$ cat config.mk
export PLATFORM = sky130hd
export DESIGN_NAME = npu_top
export DESIGN_NICKNAME = d
export VERILOG_FILES = /design/src/hdl/npu_pkg.sv /design/src/hdl/act_stage.sv /design/src/hdl/mac_stage.sv /design/src/hdl/npu_regs.sv /design/src/hdl/npu_top.sv /design/src/hdl/pool_stage.sv
export VERILOG_INCLUDE_DIRS = /design/src /design/src/hdl
export SDC_FILE = /design/constraint.sdc
export NUM_CORES = 1
export LEC_CHECK = 0
export ABC_AREA = 0
export BUFFER_PORTS_ARGS = -buffer_cell sky130_fd_sc_hd__buf_4
export CAP_MARGIN = 20
export CORE_MARGIN = 2
export CORE_UTILIZATION = 45
export CTS_CLUSTER_SIZE = 24
export DETAILED_ROUTE_END_ITERATION = 6
export SYNTH_ARGS = -nofsm -noshare
export SYNTH_HDL_FRONTEND = slang
export SYNTH_SLANG_ARGS = --single-unit
$ cat constraint.sdc
create_clock -name clk -period 3.8 [get_ports clk]
set_input_delay 0.76 -clock clk [delete_from_list [all_inputs] [get_ports clk]]
set_output_delay 0.76 -clock clk [all_outputs]
set_load 0.01 [all_outputs]
$ cat src/hdl/npu_defs.svh
/*
 * NPU shared parameters
 * Lane count, datapath widths, register map and version word
 */
`ifndef NPU_DEFS_SVH
`define NPU_DEFS_SVH

// Datapath sizing
`define NPU_LANES       4
`define NPU_DATA_W      8
`define NPU_ACC_W       24
`define NPU_SHIFT_W     5

// Register map, one 32-bit word per address
`define NPU_REG_ADDR_W      4
`define NPU_REG_CTRL        4'h0
`define NPU_REG_IRQ_EN      4'h1
`define NPU_REG_IRQ_STATUS  4'h2
`define NPU_REG_VERSION     4'h3
`define NPU_REG_OUT_COUNT   4'h4

// Major 1, minor 0
`define NPU_VERSION     32'h0001_0000

`endif

$ cat src/hdl/npu_pkg.sv
/*
 * NPU types
 * Function encodings and the beat structs passed along the pipeline
 */
`include "npu_defs.svh"

`default_nettype none

package npu_pkg;

    // Fourth code falls back to no function
    typedef enum logic [1:0] {
        ACT_NONE  = 2'd0,
        ACT_RELU  = 2'd1,
        ACT_LEAKY = 2'd2
    } act_func_e;

    typedef enum logic {
        POOL_MAX = 1'b0,
        POOL_AVG = 1'b1
    } pool_func_e;

    // Configuration seen by every stage
    typedef struct packed {
        logic                      enable;
        act_func_e                 act_func;
        pool_func_e                pool_func;
        logic [`NPU_SHIFT_W-1:0]   shift;
    } npu_cfg_t;

    // Dot-product result, MAC to activation
    typedef struct packed {
        logic                          valid;
        logic signed [`NPU_ACC_W-1:0]  acc;
    } acc_beat_t;

    // Requantized result, activation to pooling
    typedef struct packed {
        logic                           valid;
        logic signed [`NPU_DATA_W-1:0]  data;
    } act_beat_t;

endpackage

`default_nettype wire

$ cat src/hdl/act_stage.sv
/*
 * Activation stage
 * Requantizing shift, ReLU or leaky ReLU, saturation to 8 bits
 */
`timescale 1ns/1ps
`include "npu_defs.svh"

`default_nettype none

module act_stage
    import npu_pkg::*;
(
    input  wire              clk,
    input  wire              rst_n,
    input  wire npu_cfg_t    cfg,
    input  wire acc_beat_t   acc_in,
    output act_beat_t        act_out
);

    localparam logic signed [`NPU_ACC_W-1:0] SAT_MAX = 127;
    localparam logic signed [`NPU_ACC_W-1:0] SAT_MIN = -128;

    logic signed [`NPU_ACC_W-1:0]  acc_s;
    logic signed [`NPU_ACC_W-1:0]  shifted;
    logic signed [`NPU_ACC_W-1:0]  activated;
    logic signed [`NPU_DATA_W-1:0] sat;
    logic signed [`NPU_DATA_W-1:0] data_q;
    logic                          valid_q;

    always_comb begin
        acc_s   = acc_in.acc;
        shifted = acc_s >>> cfg.shift;
        activated = shifted;
        if (shifted < 0) begin
            if (cfg.act_func == ACT_RELU)
                activated = '0;
            else if (cfg.act_func == ACT_LEAKY)
                activated = shifted >>> 3;
        end
        // Clamp to int8
        if (activated > SAT_MAX)
            sat = SAT_MAX[`NPU_DATA_W-1:0];
        else if (activated < SAT_MIN)
            sat = SAT_MIN[`NPU_DATA_W-1:0];
        else
            sat = activated[`NPU_DATA_W-1:0];
    end

    always_ff @(posedge clk or negedge rst_n) begin
        if (!rst_n)
            valid_q <= 1'b0;
        else
            valid_q <= acc_in.valid;
    end

    always_ff @(posedge clk) begin
        if (acc_in.valid)
            data_q <= sat;
    end

    assign act_out = '{valid: valid_q, data: data_q};

endmodule

`default_nettype wire

$ cat src/hdl/mac_stage.sv
/*
 * Four-lane signed MAC
 * Registers each beat's lane-product sum, then accumulates over a burst
 * and emits the total one cycle after the last beat is sampled
 */
`timescale 1ns/1ps
`include "npu_defs.svh"

`default_nettype none

module mac_stage
    import npu_pkg::*;
(
    input  wire                                 clk,
    input  wire                                 rst_n,
    input  wire npu_cfg_t                       cfg,
    input  wire                                 in_valid,
    input  wire                                 in_last,
    input  wire [`NPU_LANES*`NPU_DATA_W-1:0]    in_act,
    input  wire [`NPU_LANES*`NPU_DATA_W-1:0]    in_wgt,
    output acc_beat_t                           acc_out
);

    logic signed [2*`NPU_DATA_W-1:0] lane_prod;
    logic signed [`NPU_ACC_W-1:0]    beat_sum;
    logic signed [`NPU_ACC_W-1:0]    sum_q;
    logic                            sum_valid_q;
    logic                            sum_last_q;
    logic signed [`NPU_ACC_W-1:0]    acc_q;
    logic signed [`NPU_ACC_W-1:0]    acc_next;
    logic signed [`NPU_ACC_W-1:0]    total_q;
    logic                            valid_q;

    // Sum of the lane products for this beat
    always_comb begin
        beat_sum = '0;
        lane_prod = '0;
        for (int i = 0; i < `NPU_LANES; i++) begin
            lane_prod = $signed(in_act[i*`NPU_DATA_W +: `NPU_DATA_W])
                      * $signed(in_wgt[i*`NPU_DATA_W +: `NPU_DATA_W]);
            beat_sum = beat_sum + lane_prod;
        end
        acc_next = acc_q + sum_q;
    end

    // ========================================
    // Product stage
    // ========================================
    always_ff @(posedge clk or negedge rst_n) begin
        if (!rst_n) begin
            sum_valid_q <= 1'b0;
            sum_last_q  <= 1'b0;
        end else begin
            sum_valid_q <= cfg.enable && in_valid;
            sum_last_q  <= in_last;
        end
    end

    always_ff @(posedge clk) begin
        if (in_valid)
            sum_q <= beat_sum;
    end

    // ========================================
    // Accumulate stage
    // ========================================
    always_ff @(posedge clk or negedge rst_n) begin
        if (!rst_n) begin
            acc_q   <= '0;
            valid_q <= 1'b0;
        end else begin
            valid_q <= 1'b0;
            if (!cfg.enable) begin
                acc_q <= '0;
            end else if (sum_valid_q) begin
                // Start the next burst from zero
                acc_q   <= sum_last_q ? '0 : acc_next;
                valid_q <= sum_last_q;
            end
        end
    end

    always_ff @(posedge clk) begin
        if (cfg.enable && sum_valid_q && sum_last_q)
            total_q <= acc_next;
    end

    assign acc_out = '{valid: valid_q, acc: total_q};

    // Bursts carry at least two beats
    a_single_pulse: assert property (@(posedge clk) disable iff (!rst_n)
        acc_out.valid |=> !acc_out.valid);

endmodule

`default_nettype wire

$ cat src/hdl/npu_regs.sv
/*
 * NPU register block
 * Control and interrupt registers, version, pooled output count
 */
`timescale 1ns/1ps
`include "npu_defs.svh"

`default_nettype none

module npu_regs
    import npu_pkg::*;
(
    input  wire                         clk,
    input  wire                         rst_n,
    input  wire                         reg_wr,
    input  wire [`NPU_REG_ADDR_W-1:0]   reg_addr,
    input  wire [31:0]                  reg_wdata,
    input  wire                         out_valid,
    output logic [31:0]                 reg_rdata,
    output npu_cfg_t                    cfg,
    output logic                        irq
);

    logic [8:0]  ctrl_q;
    logic        irq_en_q;
    logic        irq_sts_q;
    logic [15:0] out_count_q;

    // ========================================
    // Register writes
    // ========================================
    always_ff @(posedge clk or negedge rst_n) begin
        if (!rst_n) begin
            ctrl_q   <= '0;
            irq_en_q <= 1'b0;
        end else if (reg_wr) begin
            case (reg_addr)
                `NPU_REG_CTRL:   ctrl_q   <= reg_wdata[8:0];
                `NPU_REG_IRQ_EN: irq_en_q <= reg_wdata[0];
                default: ;
            endcase
        end
    end

    // Sticky done flag, new output beats a same-cycle W1C
    always_ff @(posedge clk or negedge rst_n) begin
        if (!rst_n) begin
            irq_sts_q <= 1'b0;
        end else if (out_valid) begin
            irq_sts_q <= 1'b1;
        end else if (reg_wr && reg_addr == `NPU_REG_IRQ_STATUS && reg_wdata[0]) begin
            irq_sts_q <= 1'b0;
        end
    end

    // Wraps at 16 bits
    always_ff @(posedge clk or negedge rst_n) begin
        if (!rst_n) begin
            out_count_q <= '0;
        end else if (out_valid) begin
            out_count_q <= out_count_q + 16'd1;
        end
    end

    // ========================================
    // Read decode and outputs
    // ========================================
    always_comb begin
        case (reg_addr)
            `NPU_REG_CTRL:       reg_rdata = {23'b0, ctrl_q};
            `NPU_REG_IRQ_EN:     reg_rdata = {31'b0, irq_en_q};
            `NPU_REG_IRQ_STATUS: reg_rdata = {31'b0, irq_sts_q};
            `NPU_REG_VERSION:    reg_rdata = `NPU_VERSION;
            `NPU_REG_OUT_COUNT:  reg_rdata = {16'b0, out_count_q};
            default:             reg_rdata = '0;
        endcase
    end

    assign cfg = '{enable:    ctrl_q[0],
                   act_func:  act_func_e'(ctrl_q[2:1]),
                   pool_func: pool_func_e'(ctrl_q[3]),
                   shift:     ctrl_q[8:4]};

    assign irq = irq_sts_q & irq_en_q;

    // Interrupt rises only on a new output or when it is unmasked
    a_irq_rise: assert property (@(posedge clk) disable iff (!rst_n)
        $rose(irq) |-> $past(out_valid || (reg_wr && reg_addr == `NPU_REG_IRQ_EN)));

endmodule

`default_nettype wire

$ cat src/hdl/npu_top.sv
/*
 * NPU compute pipeline top
 * Register block beside the MAC, activation and pooling stages
 */
`timescale 1ns/1ps
`include "npu_defs.svh"

`default_nettype none

module npu_top
    import npu_pkg::*;
(
    input  wire                                 clk,
    input  wire                                 rst_n,
    // Register port
    input  wire                                 reg_wr,
    input  wire [`NPU_REG_ADDR_W-1:0]           reg_addr,
    input  wire [31:0]                          reg_wdata,
    output logic [31:0]                         reg_rdata,
    // Input beats
    input  wire                                 in_valid,
    input  wire                                 in_last,
    input  wire [`NPU_LANES*`NPU_DATA_W-1:0]    in_act,
    input  wire [`NPU_LANES*`NPU_DATA_W-1:0]    in_wgt,
    // Pooled output
    output logic                                out_valid,
    output logic signed [`NPU_DATA_W-1:0]       out_data,
    output logic                                irq
);

    npu_cfg_t  cfg;
    acc_beat_t acc_beat;
    act_beat_t act_beat;

    // ========================================
    // Control
    // ========================================
    npu_regs u_regs (
        .clk       (clk),
        .rst_n     (rst_n),
        .reg_wr    (reg_wr),
        .reg_addr  (reg_addr),
        .reg_wdata (reg_wdata),
        .out_valid (out_valid),
        .reg_rdata (reg_rdata),
        .cfg       (cfg),
        .irq       (irq)
    );

    // ========================================
    // Datapath
    // ========================================
    mac_stage u_mac (
        .clk      (clk),
        .rst_n    (rst_n),
        .cfg      (cfg),
        .in_valid (in_valid),
        .in_last  (in_last),
        .in_act   (in_act),
        .in_wgt   (in_wgt),
        .acc_out  (acc_beat)
    );

    act_stage u_act (
        .clk     (clk),
        .rst_n   (rst_n),
        .cfg     (cfg),
        .acc_in  (acc_beat),
        .act_out (act_beat)
    );

    pool_stage u_pool (
        .clk       (clk),
        .rst_n     (rst_n),
        .cfg       (cfg),
        .act_in    (act_beat),
        .out_valid (out_valid),
        .out_data  (out_data)
    );

endmodule

`default_nettype wire

$ cat src/hdl/pool_stage.sv
/*
 * Pooling stage
 * Reduces each pair of consecutive results by max or floor average
 */
`timescale 1ns/1ps
`include "npu_defs.svh"

`default_nettype none

module pool_stage
    import npu_pkg::*;
(
    input  wire                             clk,
    input  wire                             rst_n,
    input  wire npu_cfg_t                   cfg,
    input  wire act_beat_t                  act_in,
    output logic                            out_valid,
    output logic signed [`NPU_DATA_W-1:0]   out_data
);

    logic                           phase_q;
    logic                           take;
    logic signed [`NPU_DATA_W-1:0]  first_q;
    logic signed [`NPU_DATA_W-1:0]  cur;
    logic signed [`NPU_DATA_W:0]    pair_sum;
    logic signed [`NPU_DATA_W-1:0]  pooled;

    assign take = act_in.valid && cfg.enable;

    always_comb begin
        cur      = act_in.data;
        pair_sum = {first_q[`NPU_DATA_W-1], first_q} + {cur[`NPU_DATA_W-1], cur};
        if (cfg.pool_func == POOL_AVG)
            pooled = pair_sum[`NPU_DATA_W:1];
        else
            pooled = (cur > first_q) ? cur : first_q;
    end

    // Phase high means the first of a pair is held
    always_ff @(posedge clk or negedge rst_n) begin
        if (!rst_n) begin
            phase_q   <= 1'b0;
            out_valid <= 1'b0;
        end else begin
            out_valid <= take && phase_q;
            if (!cfg.enable)
                phase_q <= 1'b0;
            else if (act_in.valid)
                phase_q <= !phase_q;
        end
    end

    always_ff @(posedge clk) begin
        if (take && !phase_q)
            first_q <= cur;
        if (take && phase_q)
            out_data <= pooled;
    end

    // Pooled value lies between the two results of its pair
    a_pair_output: assert property (@(posedge clk) disable iff (!rst_n)
        out_valid |-> (out_data >= $past(first_q) || out_data >= $past(cur))
                   && (out_data <= $past(first_q) || out_data <= $past(cur)));

endmodule

`default_nettype wire

### Word level (Yosys, flattened, before mapping)

Index checks and enable logic that the tools add are counted.

* equal/unequal tests: 8
* multiply operators: 4
* add/subtract/negate cells: 6
* $lt $le $gt $ge: 4
* shifts and indexed selects: 1
* divide/modulo/power cells: 0
* reductions and logical operators: 13
* bitwise gates (word level): 1
* mux-type cells: 16

Operator list (count)
* 24-bit 2-to-1 mux: 5
* 17-bit one-hot mux with 5 select lines: 1
* 8-bit by 8-bit multiplier with 16-bit output: 4
* 24-bit by 16-bit adder with 24-bit output: 1
* 24-bit adder: 1
* 24-bit by 8-bit greater-than comparator with 1-bit output, second input constant: 1
* 24-bit by 1-bit less-than comparator with 1-bit output, second input constant: 1
* 24-bit by 8-bit less-than comparator with 1-bit output, second input constant: 1
* 8-bit 2-to-1 mux: 3
* 24-bit by 5-bit >>> shifter with 24-bit output: 1
* 23-bit 2-to-1 mux: 1
* 17-bit by 16-bit adder with 18-bit output: 1
* 16-bit by 16-bit adder with 17-bit output: 1
* 16-bit by 1-bit adder with 16-bit output, second input constant: 1
* 8-bit by 8-bit adder with 9-bit output: 1
* 4-bit by 2-bit == test with 1-bit output, second input constant: 2
* 8-bit greater-than comparator: 1
* 1-bit logical AND: 8
* 1-bit 2-to-1 mux: 6
* 4-bit by 1-bit == test with 1-bit output, second input constant: 1
* 4-bit by 3-bit == test with 1-bit output, second input constant: 1
* 4-bit zero test: 1
* 2-bit by 1-bit inequality test with 1-bit output, second input constant: 2
* 2-bit AND reduction: 2
* 5 further kinds: 5

* memory bits (writable): 0
* bits in latches: 0
* bits of input ports: 105
* memories kept: 0
* register bits: 129
* output and inout port bits: 42
* ROM bits: 0

### Depth between registers and ports, before layout

Gate-level depths: netlist (run 1).

* depth after elaboration: 6
* depth in mapped cells: 40
* mapped depth without buffers: 40

### Modules after synthesis

From an unflattened synthesis (run 1), not the netlist that was laid out.

* cell total of the unflattened synthesis: 1968
* area, all modules: 19826.5 um2

Modules (own cells, without submodules)
* mac_stage: cells each 1440, instances 1, area each 14599.0 um2
* act_stage: cells each 281, instances 1, area each 2399.8 um2
* npu_regs: cells each 134, instances 1, area each 1572.8 um2
* pool_stage: cells each 113, instances 1, area each 1255.0 um2

### Worst setup path after synthesis (run 1)

Ideal clock, no wire load.

* path type: input -> register
* from: in in_act[5]
* to: reg u_mac.sum_q[21], data pin
* required time: 3542 ps
* slack: -6463 ps
* setup time: 258 ps
* buffers on the path: 0
* cell stages on the path: 34
* arrival time: 10005 ps
* cells stage by stage: and2_1 > fa_1 > fa_1 > inv_1 > fa_1 > inv_1 > fa_1 > fa_1 > fa_1 > inv_1 > fa_1 > inv_1 > ha_1 > a21oi_1 > o21ai_0 > a21oi_1 > o21a_1 > inv_1 > a21oi_1 > xor2_1 > fa_1 > inv_1 > fa_1 > fa_1 > fa_1 > ha_1 > ha_1 > or3_1 > a2111o_1 > a31oi_1 > o21ai_0 > o41ai_1 > o21a_1 > xor2_1

* cells in the longest elaborated chain, start to end: 4

Ends and longest elaborated chain
* start, declared: RTL line npu_top.sv:23 `` input wire [`NPU_LANES*`NPU_DATA_W-1:0] in_act, ``
* 8-bit by 8-bit multiplier with 16-bit output: RTL line mac_stage.sv:39 `` lane_prod = $signed(in_act[i*`NPU_DATA_W +: `NPU_DATA_W]) ``
* 16-bit by 16-bit adder with 17-bit output: RTL line mac_stage.sv:41 `beat_sum = beat_sum + lane_prod;`
* 17-bit by 16-bit adder with 18-bit output: RTL line mac_stage.sv:41
* 24-bit by 16-bit adder with 24-bit output: RTL line mac_stage.sv:41
* named net u_mac.beat_sum[21]: RTL line mac_stage.sv:25 `` logic signed [`NPU_ACC_W-1:0] beat_sum; ``
* end signal, assigned: RTL line mac_stage.sv:61 `sum_q <= beat_sum;`
* end, declared: RTL line mac_stage.sv:26 `` logic signed [`NPU_ACC_W-1:0] sum_q; ``

The timed path passes the listed nets, and every way through them passes these cells.
A chain may end at the register's enable or synchronous reset.

### Worst setup path after layout (run 1)

* from: in in_wgt[2]
* to: reg u_mac.sum_q[21], data pin

* cells in the longest elaborated chain, start to end: 4

Ends and longest elaborated chain
* start, declared: RTL line npu_top.sv:24 `` input wire [`NPU_LANES*`NPU_DATA_W-1:0] in_wgt, ``
* 8-bit by 8-bit multiplier with 16-bit output: RTL line mac_stage.sv:39
* 16-bit by 16-bit adder with 17-bit output: RTL line mac_stage.sv:41
* 17-bit by 16-bit adder with 18-bit output: RTL line mac_stage.sv:41
* 24-bit by 16-bit adder with 24-bit output: RTL line mac_stage.sv:41
* named net u_mac.beat_sum[21]: RTL line mac_stage.sv:25

The timed path passes the listed nets, and every way through them passes these cells.

==> results of run 1 <==
[worst reg2reg max path, stage by stage, from the launching register on]
cell                      delay, ps
sky130_fd_sc_hd__dfrtp_1        830
sky130_fd_sc_hd__buf_4          340
sky130_fd_sc_hd__mux4_1         330
sky130_fd_sc_hd__mux2_4         320
sky130_fd_sc_hd__mux2i_4        180
sky130_fd_sc_hd__o21ai_0        140
sky130_fd_sc_hd__nor4_1         260
sky130_fd_sc_hd__nand4_1        210
sky130_fd_sc_hd__o31ai_4        240
sky130_fd_sc_hd__inv_2           70
sky130_fd_sc_hd__a221o_1        270
[timing repair]
| item | in CTS | in global routing |
|---|---|---|
| pin swaps | 109 | 96 |
| setup buffers | 10 | 14 |
| gates resized for setup | 130 | 81 |
| gates cloned | 0 | 0 |
| setup endpoints to repair | 22 | 22 |
[per-layer routing]
| metal | part of all wire, % | track usage [%] | up-vias |
|---|---|---|---|
| met1 | 46 | 28.2 | 7212 |
| met2 | 49 | 36.1 | 233 |
| met5 | 0.030 | 0 | - |
| met4 | 2.3 | 5.61 | 2 |
| li1 | - | - | 7018 |
| met3 | 2.9 | 2.57 | 63 |
[cell families after synthesis]
kind of cell	share of synthesized area [%]
other cells	0.0186
buf+inv	9.45
flops	17.8
mux	5.92
xor+xnor	3.61
fa+ha+maj	42.3
simple gates	12.5
compound gates	8.36
[registers in the layout, indices dropped and copies added, names as in the netlist, 8 cells and up]
name,cells
u_mac.sum_q,24
u_regs.out_count_q,16
u_mac.total_q,24
u_pool.first_q,8
u_regs.ctrl_q,9
u_act.data_q,8
u_pool.out_data,8
u_mac.acc_q,24
[stage by stage]
step / area, sq um / setup slack (ps) / TNS [ps] / std cells
floorplan: 20700 / -5910 / -103650 / 2011
detailed placement: 23600 / -6640 / -120960 / 2872
CTS: 24800 / -5890 / -107010 / 2911
global placement: 23600 / -6480 / -118530 / 2872
global route: 25300 / -6180 / -112040 / 2922
finish: 25300 / -5880 / -106890 / 2922
[synth_stat cells, types with 35 or more instances]
library cell	instances
sky130_fd_sc_hd__a21oi_1	54
sky130_fd_sc_hd__inv_1	431
sky130_fd_sc_hd__ha_1	162
sky130_fd_sc_hd__o21ai_0	45
sky130_fd_sc_hd__nor2_1	66
sky130_fd_sc_hd__nand2_1	143
sky130_fd_sc_hd__and2_1	146
sky130_fd_sc_hd__fa_1	324
sky130_fd_sc_hd__dfrtp_1	57
sky130_fd_sc_hd__xnor2_1	56
sky130_fd_sc_hd__a22o_1	35
sky130_fd_sc_hd__edfxtp_1	72
[area by class of cell]
cell class	instances	area (sq um)	area share (%)
Timing Repair Buffer	338	2780	11.0
Sequential cell	129	3590	14.2
Tap cell	592	741	2.93
Multi-Input combinational cell	1398	16000	63.2
Inverter	433	1630	6.44
Clock inverter	13	128	0.505
Clock buffer	19	433	1.71
[cells in the final DEF, fill, tap and decap left out, types with 13 or more instances in the layout]
cell and count:
sky130_fd_sc_hd__clkbuf_16 17, sky130_fd_sc_hd__mux2_2 24, sky130_fd_sc_hd__inv_1 390, sky130_fd_sc_hd__fa_1 312, sky130_fd_sc_hd__nor3_1 13, sky130_fd_sc_hd__mux2i_1 29, sky130_fd_sc_hd__nand3_1 24, sky130_fd_sc_hd__xor2_1 25
sky130_fd_sc_hd__edfxtp_1 72, sky130_fd_sc_hd__xnor2_1 48, sky130_fd_sc_hd__ha_4 56, sky130_fd_sc_hd__a22o_1 35, sky130_fd_sc_hd__a21oi_1 42, sky130_fd_sc_hd__nand2_1 134, sky130_fd_sc_hd__nand2b_1 19, sky130_fd_sc_hd__ha_1 105
sky130_fd_sc_hd__and2_4 17, sky130_fd_sc_hd__dfrtp_1 57, sky130_fd_sc_hd__o21ai_0 35, sky130_fd_sc_hd__and2_1 128, sky130_fd_sc_hd__a21o_1 15, sky130_fd_sc_hd__buf_4 287, sky130_fd_sc_hd__nor2_1 60, sky130_fd_sc_hd__conb_1 15
sky130_fd_sc_hd__inv_2 42, sky130_fd_sc_hd__buf_6 42, sky130_fd_sc_hd__mux4_2 19, sky130_fd_sc_hd__nor2b_1 27
[worst max-delay path by stage]
stage	end	start	cells after the start	slack [ps]
finish	u_mac.sum_q[21]$_DFFE_PP_	in_wgt[2]	35	-5880
global route	u_mac.sum_q[22]$_DFFE_PP_	in_act[4]	35	-6180
CTS	u_mac.sum_q[21]$_DFFE_PP_	in_wgt[3]	37	-5890
detailed placement	u_mac.sum_q[21]$_DFFE_PP_	in_wgt[5]	37	-6640
global placement	u_mac.sum_q[21]$_DFFE_PP_	in_wgt[5]	37	-6480
floorplan	u_mac.sum_q[21]$_DFFE_PP_	in_act[0]	36	-5910
==> flow_results.org, run 1 <==
** Synth
- Library cell occupying the most area in the post-synthesis netlist :: sky130_fd_sc_hd__fa_1
- For this run, the leading register cell type out of synthesis is sky130_fd_sc_hd__edfxtp_1.
- The average instance in the mapped netlist occupies 10.1 sq um.
- Summing the sequential cell areas from Yosys gives 17.8% of the chip area.
- In this run, synthesis inferred 72 flip-flops with an integrated enable.
- Syn Std Cell Area :: 20,100 sq um
- The synthesized design devotes to its leading area cell type 32.2% of total area.
- Number of warnings reported in the yosys synthesis log :: 0
- In the synthesized netlist the async set-or-reset flop fraction comes to 44.2%.
- Netlist cell types :: 77
- Count of mapped cells out of synthesis :: 1,997
- After synthesis, the cell types taking the most area are sky130_fd_sc_hd__fa_1, sky130_fd_sc_hd__edfxtp_1, sky130_fd_sc_hd__ha_1.
- After synthesis the netlist holds a flip-flop and latch count of 129.

** Timing
- Timing-limited maximum frequency :: 0.103 GHz
- Clock skew on the completed layout was measured at 9.10 ps.
- Max Transition Viols Final :: 0
- The final hold violation count came to 0.
- Least setup slack across all paths after layout :: -5880 ps
- The worst path in the final design needs a cycle of 9680 ps, including I/O delays and setup.
- On the final layout, the worst hold slack is 401 ps.
- Setup violations remaining at the end of the flow were counted as 22.
- Slew Limit Headroom :: 36.6%
- Setup repair after global routing could not meet its margin everywhere.
- Final period util :: 255%
- Slew of the pin with the lowest slew margin :: 951 ps

** Worst setup path
- Setup Crit Path Kind :: input pin to flop
- Crit path buffers/inverters :: 6
- Worst path required time :: 3980 ps
- On the worst path, the slowest cell contributes a delay of 550 ps.
- Crit-path most repeated cell :: sky130_fd_sc_hd__fa_1
- STA classifies the critical path startpoint as an input pin.
- Worst Setup End Kind :: flop
- Number of cells on the worst reg-to-reg path :: 10
- The startpoint identified for the worst register-to-register timing path is u_regs.ctrl_q[4]$_DFFE_PN0P_.
- Worst-path fanout max :: 5
- RR Endpoint :: u_act.data_q[4]$_SDFFCE_PN1P_
- Across all register-to-register paths, the minimum setup slack is 360 ps.
- The slowest stage of the critical path belongs to the cell sky130_fd_sc_hd__fa_1.
- Data arrives at the worst endpoint at 9870 ps.
- Grouping stages by cell kind, the critical path spends the most delay in adder cells.

** GRT
- Entering global routing, the biggest net connects 58 pins.
- Number of antenna violations at the first check in global routing :: 1
- The first global-routing pass estimated 78,600 microns of wire.
- Gr usage total :: 21.0%
- Global routing finished with a remaining overflow of 0.
- The via count of the first global-routing pass is 15.7k.

** Clock network
- CTS Root Cell :: sky130_fd_sc_hd__clkbuf_16
- CTS clk-pin slew, worst paths :: 60 ps
- The clock drives 129 sinks.
- CTS hold repair buffers :: 0
- Clock latency on the worst-skew pair, taken at its later pin, is 430 ps.
- TritonCTS built the clock tree.
- TritonCTS created 17 clock buffers.
- Clock buffer depth :: 2
- Total number of H-tree levels :: 4

** Floorplan
- The die is 215 microns tall.
- During I/O placement, the number of pins put on the boundary was 147.
- Measured along the x axis, the die boundary spans 215 microns.
- Total core area :: 44,200 sq um
- Die footprint :: 46,400 sq um
- For this configuration, the core starts out at a cell density of 45.5%.
- Standard-cell row count :: 77

** Finish
- Diodes inserted :: 0
- Number of filler instances in the final layout :: 3,813
- From synthesis to final layout, the design area changed by 25.6%.
- The final layout contains 2,908 nets.
- Of the cells placed in the final design, the portion with a size suffix greater than 1 is 27.0%.
- Measured on the finished design, the core utilization comes to 57.2%.

** Run
- Count of max-cap constraint violations :: 0

** Drt
- Overall routed net length :: 47,400 microns
- Initial DRT Pass Iterations :: 4
- After detailed routing, the number of remaining DRC violations is 0.
- Dividing the detail-routed via count by the number of cells gives 4.97.
- Vias post-DR :: 14.5k
- Average routed wire per standard cell :: 16.2 microns
- For this block, the initial DRC count from the detailed router was 791.
- The count of nets left with antenna violations once routing finished came out at 0.

** Hold path
- Path category of the worst min-delay check :: input pin to async pin

** Placed design
- After legalization and detailed placement, the total HPWL measured 40,400 microns.
- The count of buffers added on input and output ports is 108.
- Global placement routability congestion :: 0.946

** Run status
- Failing checks :: setup timing
- The flow ran to the end, but the final reports show violations.
Power of run 1 is not shown: default switching activity piles up to over one toggle a cycle in this logic, so the estimate is an artifact.
==> run 2, diff against run 1 <==
PLACE_DENSITY = 0.62   (was default)
clock period = 8.6 ns   (was 3.8 ns; I/O delays follow)
==> run 2 against run 1 <==
- critical path depth unchanged
- sequential share of layout area up 0.59 points
- critical path type unchanged
- sequential cell count unchanged
- worst setup slack gained 3900 ps
- final cell count fell by 2.1%
- the flow still finishes with violations (setup timing)
- clock skew increased by 0.91 ps
- wire length down 3.5%
- worst hold slack better by 76 ps
- cell area is 4.0% lower
- register-to-register slack better by 4100 ps
==> flow_results.org, run 2 (same netlist as run 1, synthesis figures left out) <==
** Floorplan
- Vert. Die Dim :: 215 microns (unchanged)
- Standard-cell row count :: 77 (unchanged)
- The horizontal extent of the die came to 215 microns (unchanged).
- Total core area :: 44,200 sq um (unchanged)
- The floorplan die area came to 46,400 sq um (unchanged).
- I/O pin cnt :: 147 (unchanged)
- The starting density of the core came to 45.5% (unchanged).

** Worst setup path
- Worst Path Arrival :: 10,800 ps (+930 ps)
- Worst path required time :: 8790 ps (+4810 ps)
- Largest incremental delay on the critical path :: 560 ps (about the same)
- The worst setup path is launched from an input pin.
- Worst flop-to-flop path startpoint :: u_regs.ctrl_q[5]$_DFFE_PN0P_
- Number of cells on the worst reg-to-reg path :: 10 (unchanged)
- The cell family contributing the most delay on the critical path is adder cells.
- Crit path buffers/inverters :: 7 (+1)
- Register-to-Register Setup Slack :: 4410 ps (+4050 ps)
- Worst-path fanout max :: 5 (unchanged)
- By startpoint and endpoint, the worst setup path is classified as input pin to flop.
- For this design, the slowest cell found on the critical path is sky130_fd_sc_hd__fa_1.
- The endpoint identified for the worst register-to-register timing path is u_act.data_q[4]$_SDFFCE_PN1P_.
- Worst Setup End Kind :: flop
- Crit-path most repeated cell :: sky130_fd_sc_hd__fa_1

** Hold path
- The worst hold path belongs to the class flop to flop.
- Along the worst hold path, the cell count comes to 1.
- In this run the most critical hold path is launched from u_regs.out_count_q[15]$_DFFE_PN0P_.
- The path with the worst hold slack has its endpoint at u_regs.out_count_q[15]$_DFFE_PN0P_.

** Clock network
- The clock transition at the registers of the reported paths is 60 ps (about the same).
- The TritonCTS buffer count came to 17 (unchanged).
- The maximum level of the CTS H-tree came to 4 (unchanged).
- The clock latency of the later-clocked register in the worst-skew pair came to 440 ps (about the same).
- Clock buffer depth :: 2 (unchanged)
- The number of clock sinks is 129 (unchanged).
- The root buffer cell chosen for the clock tree is sky130_fd_sc_hd__clkbuf_16.
- CTS hold repair buffers :: 0 (unchanged)
- Clock tree from TritonCTS :: yes

** GRT
- Wire length of the first global-routing pass :: 76,500 microns (-2.7%)
- The total routing usage reported by global routing is 20.4% (-0.59 points).
- Overflow left after global routing :: 0 (unchanged)
- Number of antenna violations at the first check in global routing :: 0 (-1)
- Maximum number of pins on one net before global-route repair :: 58 (unchanged)
- The via count of the first global-routing pass is 15.0k (-4.5%).

** Placed design
- Port Buf Inserts :: 108 (unchanged)
- Detailed placer's ending HPWL :: 39,500 microns (-2.4%)
- Global placement routability congestion :: 0.931 (-1.6%)
- The number of cells after detailed placement is 2,814 (-2.0%).

** Timing
- Slew of the pin with the lowest slew margin :: 1060 ps (+109 ps)
- Timing would allow up to 0.0942 GHz.
- The final setup skew was 10.0 ps (+0.912 ps).
- The final worst setup slack is -2020 ps (+3870 ps).
- The worst path uses 123% of the clock period.
- Setup repair after global routing could not meet its margin everywhere.
- Slew Limit Headroom :: 29.3% (-7.3 points)
- The final hold violation count was 0 (unchanged).
- The total of endpoints with negative setup slack in the final report is 19 (-14%).
- Subtracting the final worst setup slack from the clock period gives 10,620 ps.
- Max Transition Viols Final :: 0 (unchanged)

** Finish
- The library cell used most frequently in the layout, excluding fill and tap cells, is sky130_fd_sc_hd__inv_1.
- Post-synthesis to final-layout area growth :: 20.6%
- The count of non-filler cells in the finished layout is 2,860 (-2.1%).
- Number of filler instances in the final layout :: 3,859 (+1.2%)
- The share of post-route cells with drive strength above 1 was 22.9% (-4.1 points).
- Leading cell types in the layout, fill and taps excluded :: sky130_fd_sc_hd__inv_1, sky130_fd_sc_hd__fa_1, sky130_fd_sc_hd__buf_4, sky130_fd_sc_hd__and2_1, sky130_fd_sc_hd__nand2_1
- The number of nets in the finished design came to 2,845 (-2.2%).
- Leading registers by flop count :: u_mac.acc_q: 24 flops, u_mac.sum_q: 24 flops, u_mac.total_q: 24 flops

** Run status
- The run finished, with violations left.
- The checks that failed: setup timing.

** Drt
- The number of iterations in the first detailed-routing pass came to 5 (+1).
- Residual DRC :: 0 (unchanged)
- The total number of vias is 14.3k (-1.4%).
- The detail-routed net length per standard cell is 16.0 microns (-1.4%).
- DRT iter0 DRCs :: 833 (+5.3%)
- The final antenna-violating net count came to 0 (unchanged).
- Overall routed net length :: 45,700 microns (-3.5%)
- The detail-routed via count per cell is 5.01 (+0.78%).

** Run
- The max-cap violation count was 0 (unchanged).
[run 2: cell types whose count changed in the layout (fill, tap and decap cells not counted), moves of 6 or more]
cell and change:
sky130_fd_sc_hd__ha_4 -25, sky130_fd_sc_hd__buf_6 -24, sky130_fd_sc_hd__buf_4 -36, sky130_fd_sc_hd__inv_1 +18, sky130_fd_sc_hd__and2_1 +6, sky130_fd_sc_hd__inv_2 -18, sky130_fd_sc_hd__ha_1 +25
[run 2: per-stage QoR]
step | setup WS (ps) | utilization [%] | TNS [ps] | cell area, sq um | hold WS, ps
3_3_place_gp | -2590 | 52.2 | -36160 | 23100 | 457
5_1_grt | -2290 | 54.9 | -30870 | 24300 | 502
6_report | -2020 | 54.9 | -26220 | 24300 | 478
3_5_place_dp | -2720 | 52.2 | -37710 | 23100 | 463
2_1_floorplan | -2070 | - | -24080 | 20600 | 437
4_1_cts | -2000 | 54.3 | -25510 | 24000 | 476
[run 2: worst max-delay path by stage]
stage	from	endpoint	slack (ps)	cells after the start
2_1_floorplan	in_act[0]	u_mac.sum_q[21]$_DFFE_PP_	-2070	36
3_3_place_gp	in_wgt[5]	u_mac.sum_q[21]$_DFFE_PP_	-2590	36
3_5_place_dp	in_act[7]	u_mac.sum_q[21]$_DFFE_PP_	-2720	32
4_1_cts	in_act[3]	u_mac.sum_q[22]$_DFFE_PP_	-2000	36
5_1_grt	in_act[3]	u_mac.sum_q[18]$_DFFE_PP_	-2290	38
6_report	in_act[3]	u_mac.sum_q[21]$_DFFE_PP_	-2020	35
[run 2: worst reg2reg max path: stages (launching register included)]
cell and delay (ps):
sky130_fd_sc_hd__dfrtp_1 800, sky130_fd_sc_hd__buf_4 430, sky130_fd_sc_hd__mux4_1 610, sky130_fd_sc_hd__nor2b_1 150, sky130_fd_sc_hd__a2111oi_0 650, sky130_fd_sc_hd__a211oi_1 270, sky130_fd_sc_hd__nand3_1 150, sky130_fd_sc_hd__o211ai_1 170
sky130_fd_sc_hd__o31ai_4 360, sky130_fd_sc_hd__inv_2 80, sky130_fd_sc_hd__a221o_1 270
[run 2: final cells by class]
cell class / instances / area (sq um) / share of cell area [%]
multi-input cells: 1398 / 15600 / 64.1
flip-flops and latches: 129 / 3590 / 14.8
repair buffers: 275 / 2190 / 9.01
inverters: 433 / 1630 / 6.71
well taps: 592 / 741 / 3.05
clock buffers: 17 / 425 / 1.75
clock inverters: 15 / 145 / 0.598
diodes: 1 / 2.50 / 0.0103
[run 2: repair_timing]
| action | in CTS | in global routing |
|---|---|---|
| setup endpoints to repair | 19 | 19 |
| pin swaps | 44 | 41 |
| gates resized for setup | 83 | 48 |
| buffers inserted | 6 | 10 |
[run 2: per-layer routing]
layer / wire length, microns / GRT usage, % / vias to the layer above
li1: - / - / 6903
met1: 21300 / 28.5 / 7160
met2: 22400 / 34.6 / 224
met3: 1320 / 2.03 / 44
met4: 713 / 4.48 / 0
met5: 0 / 0 / -
Power of run 2 is left out for the same reason.
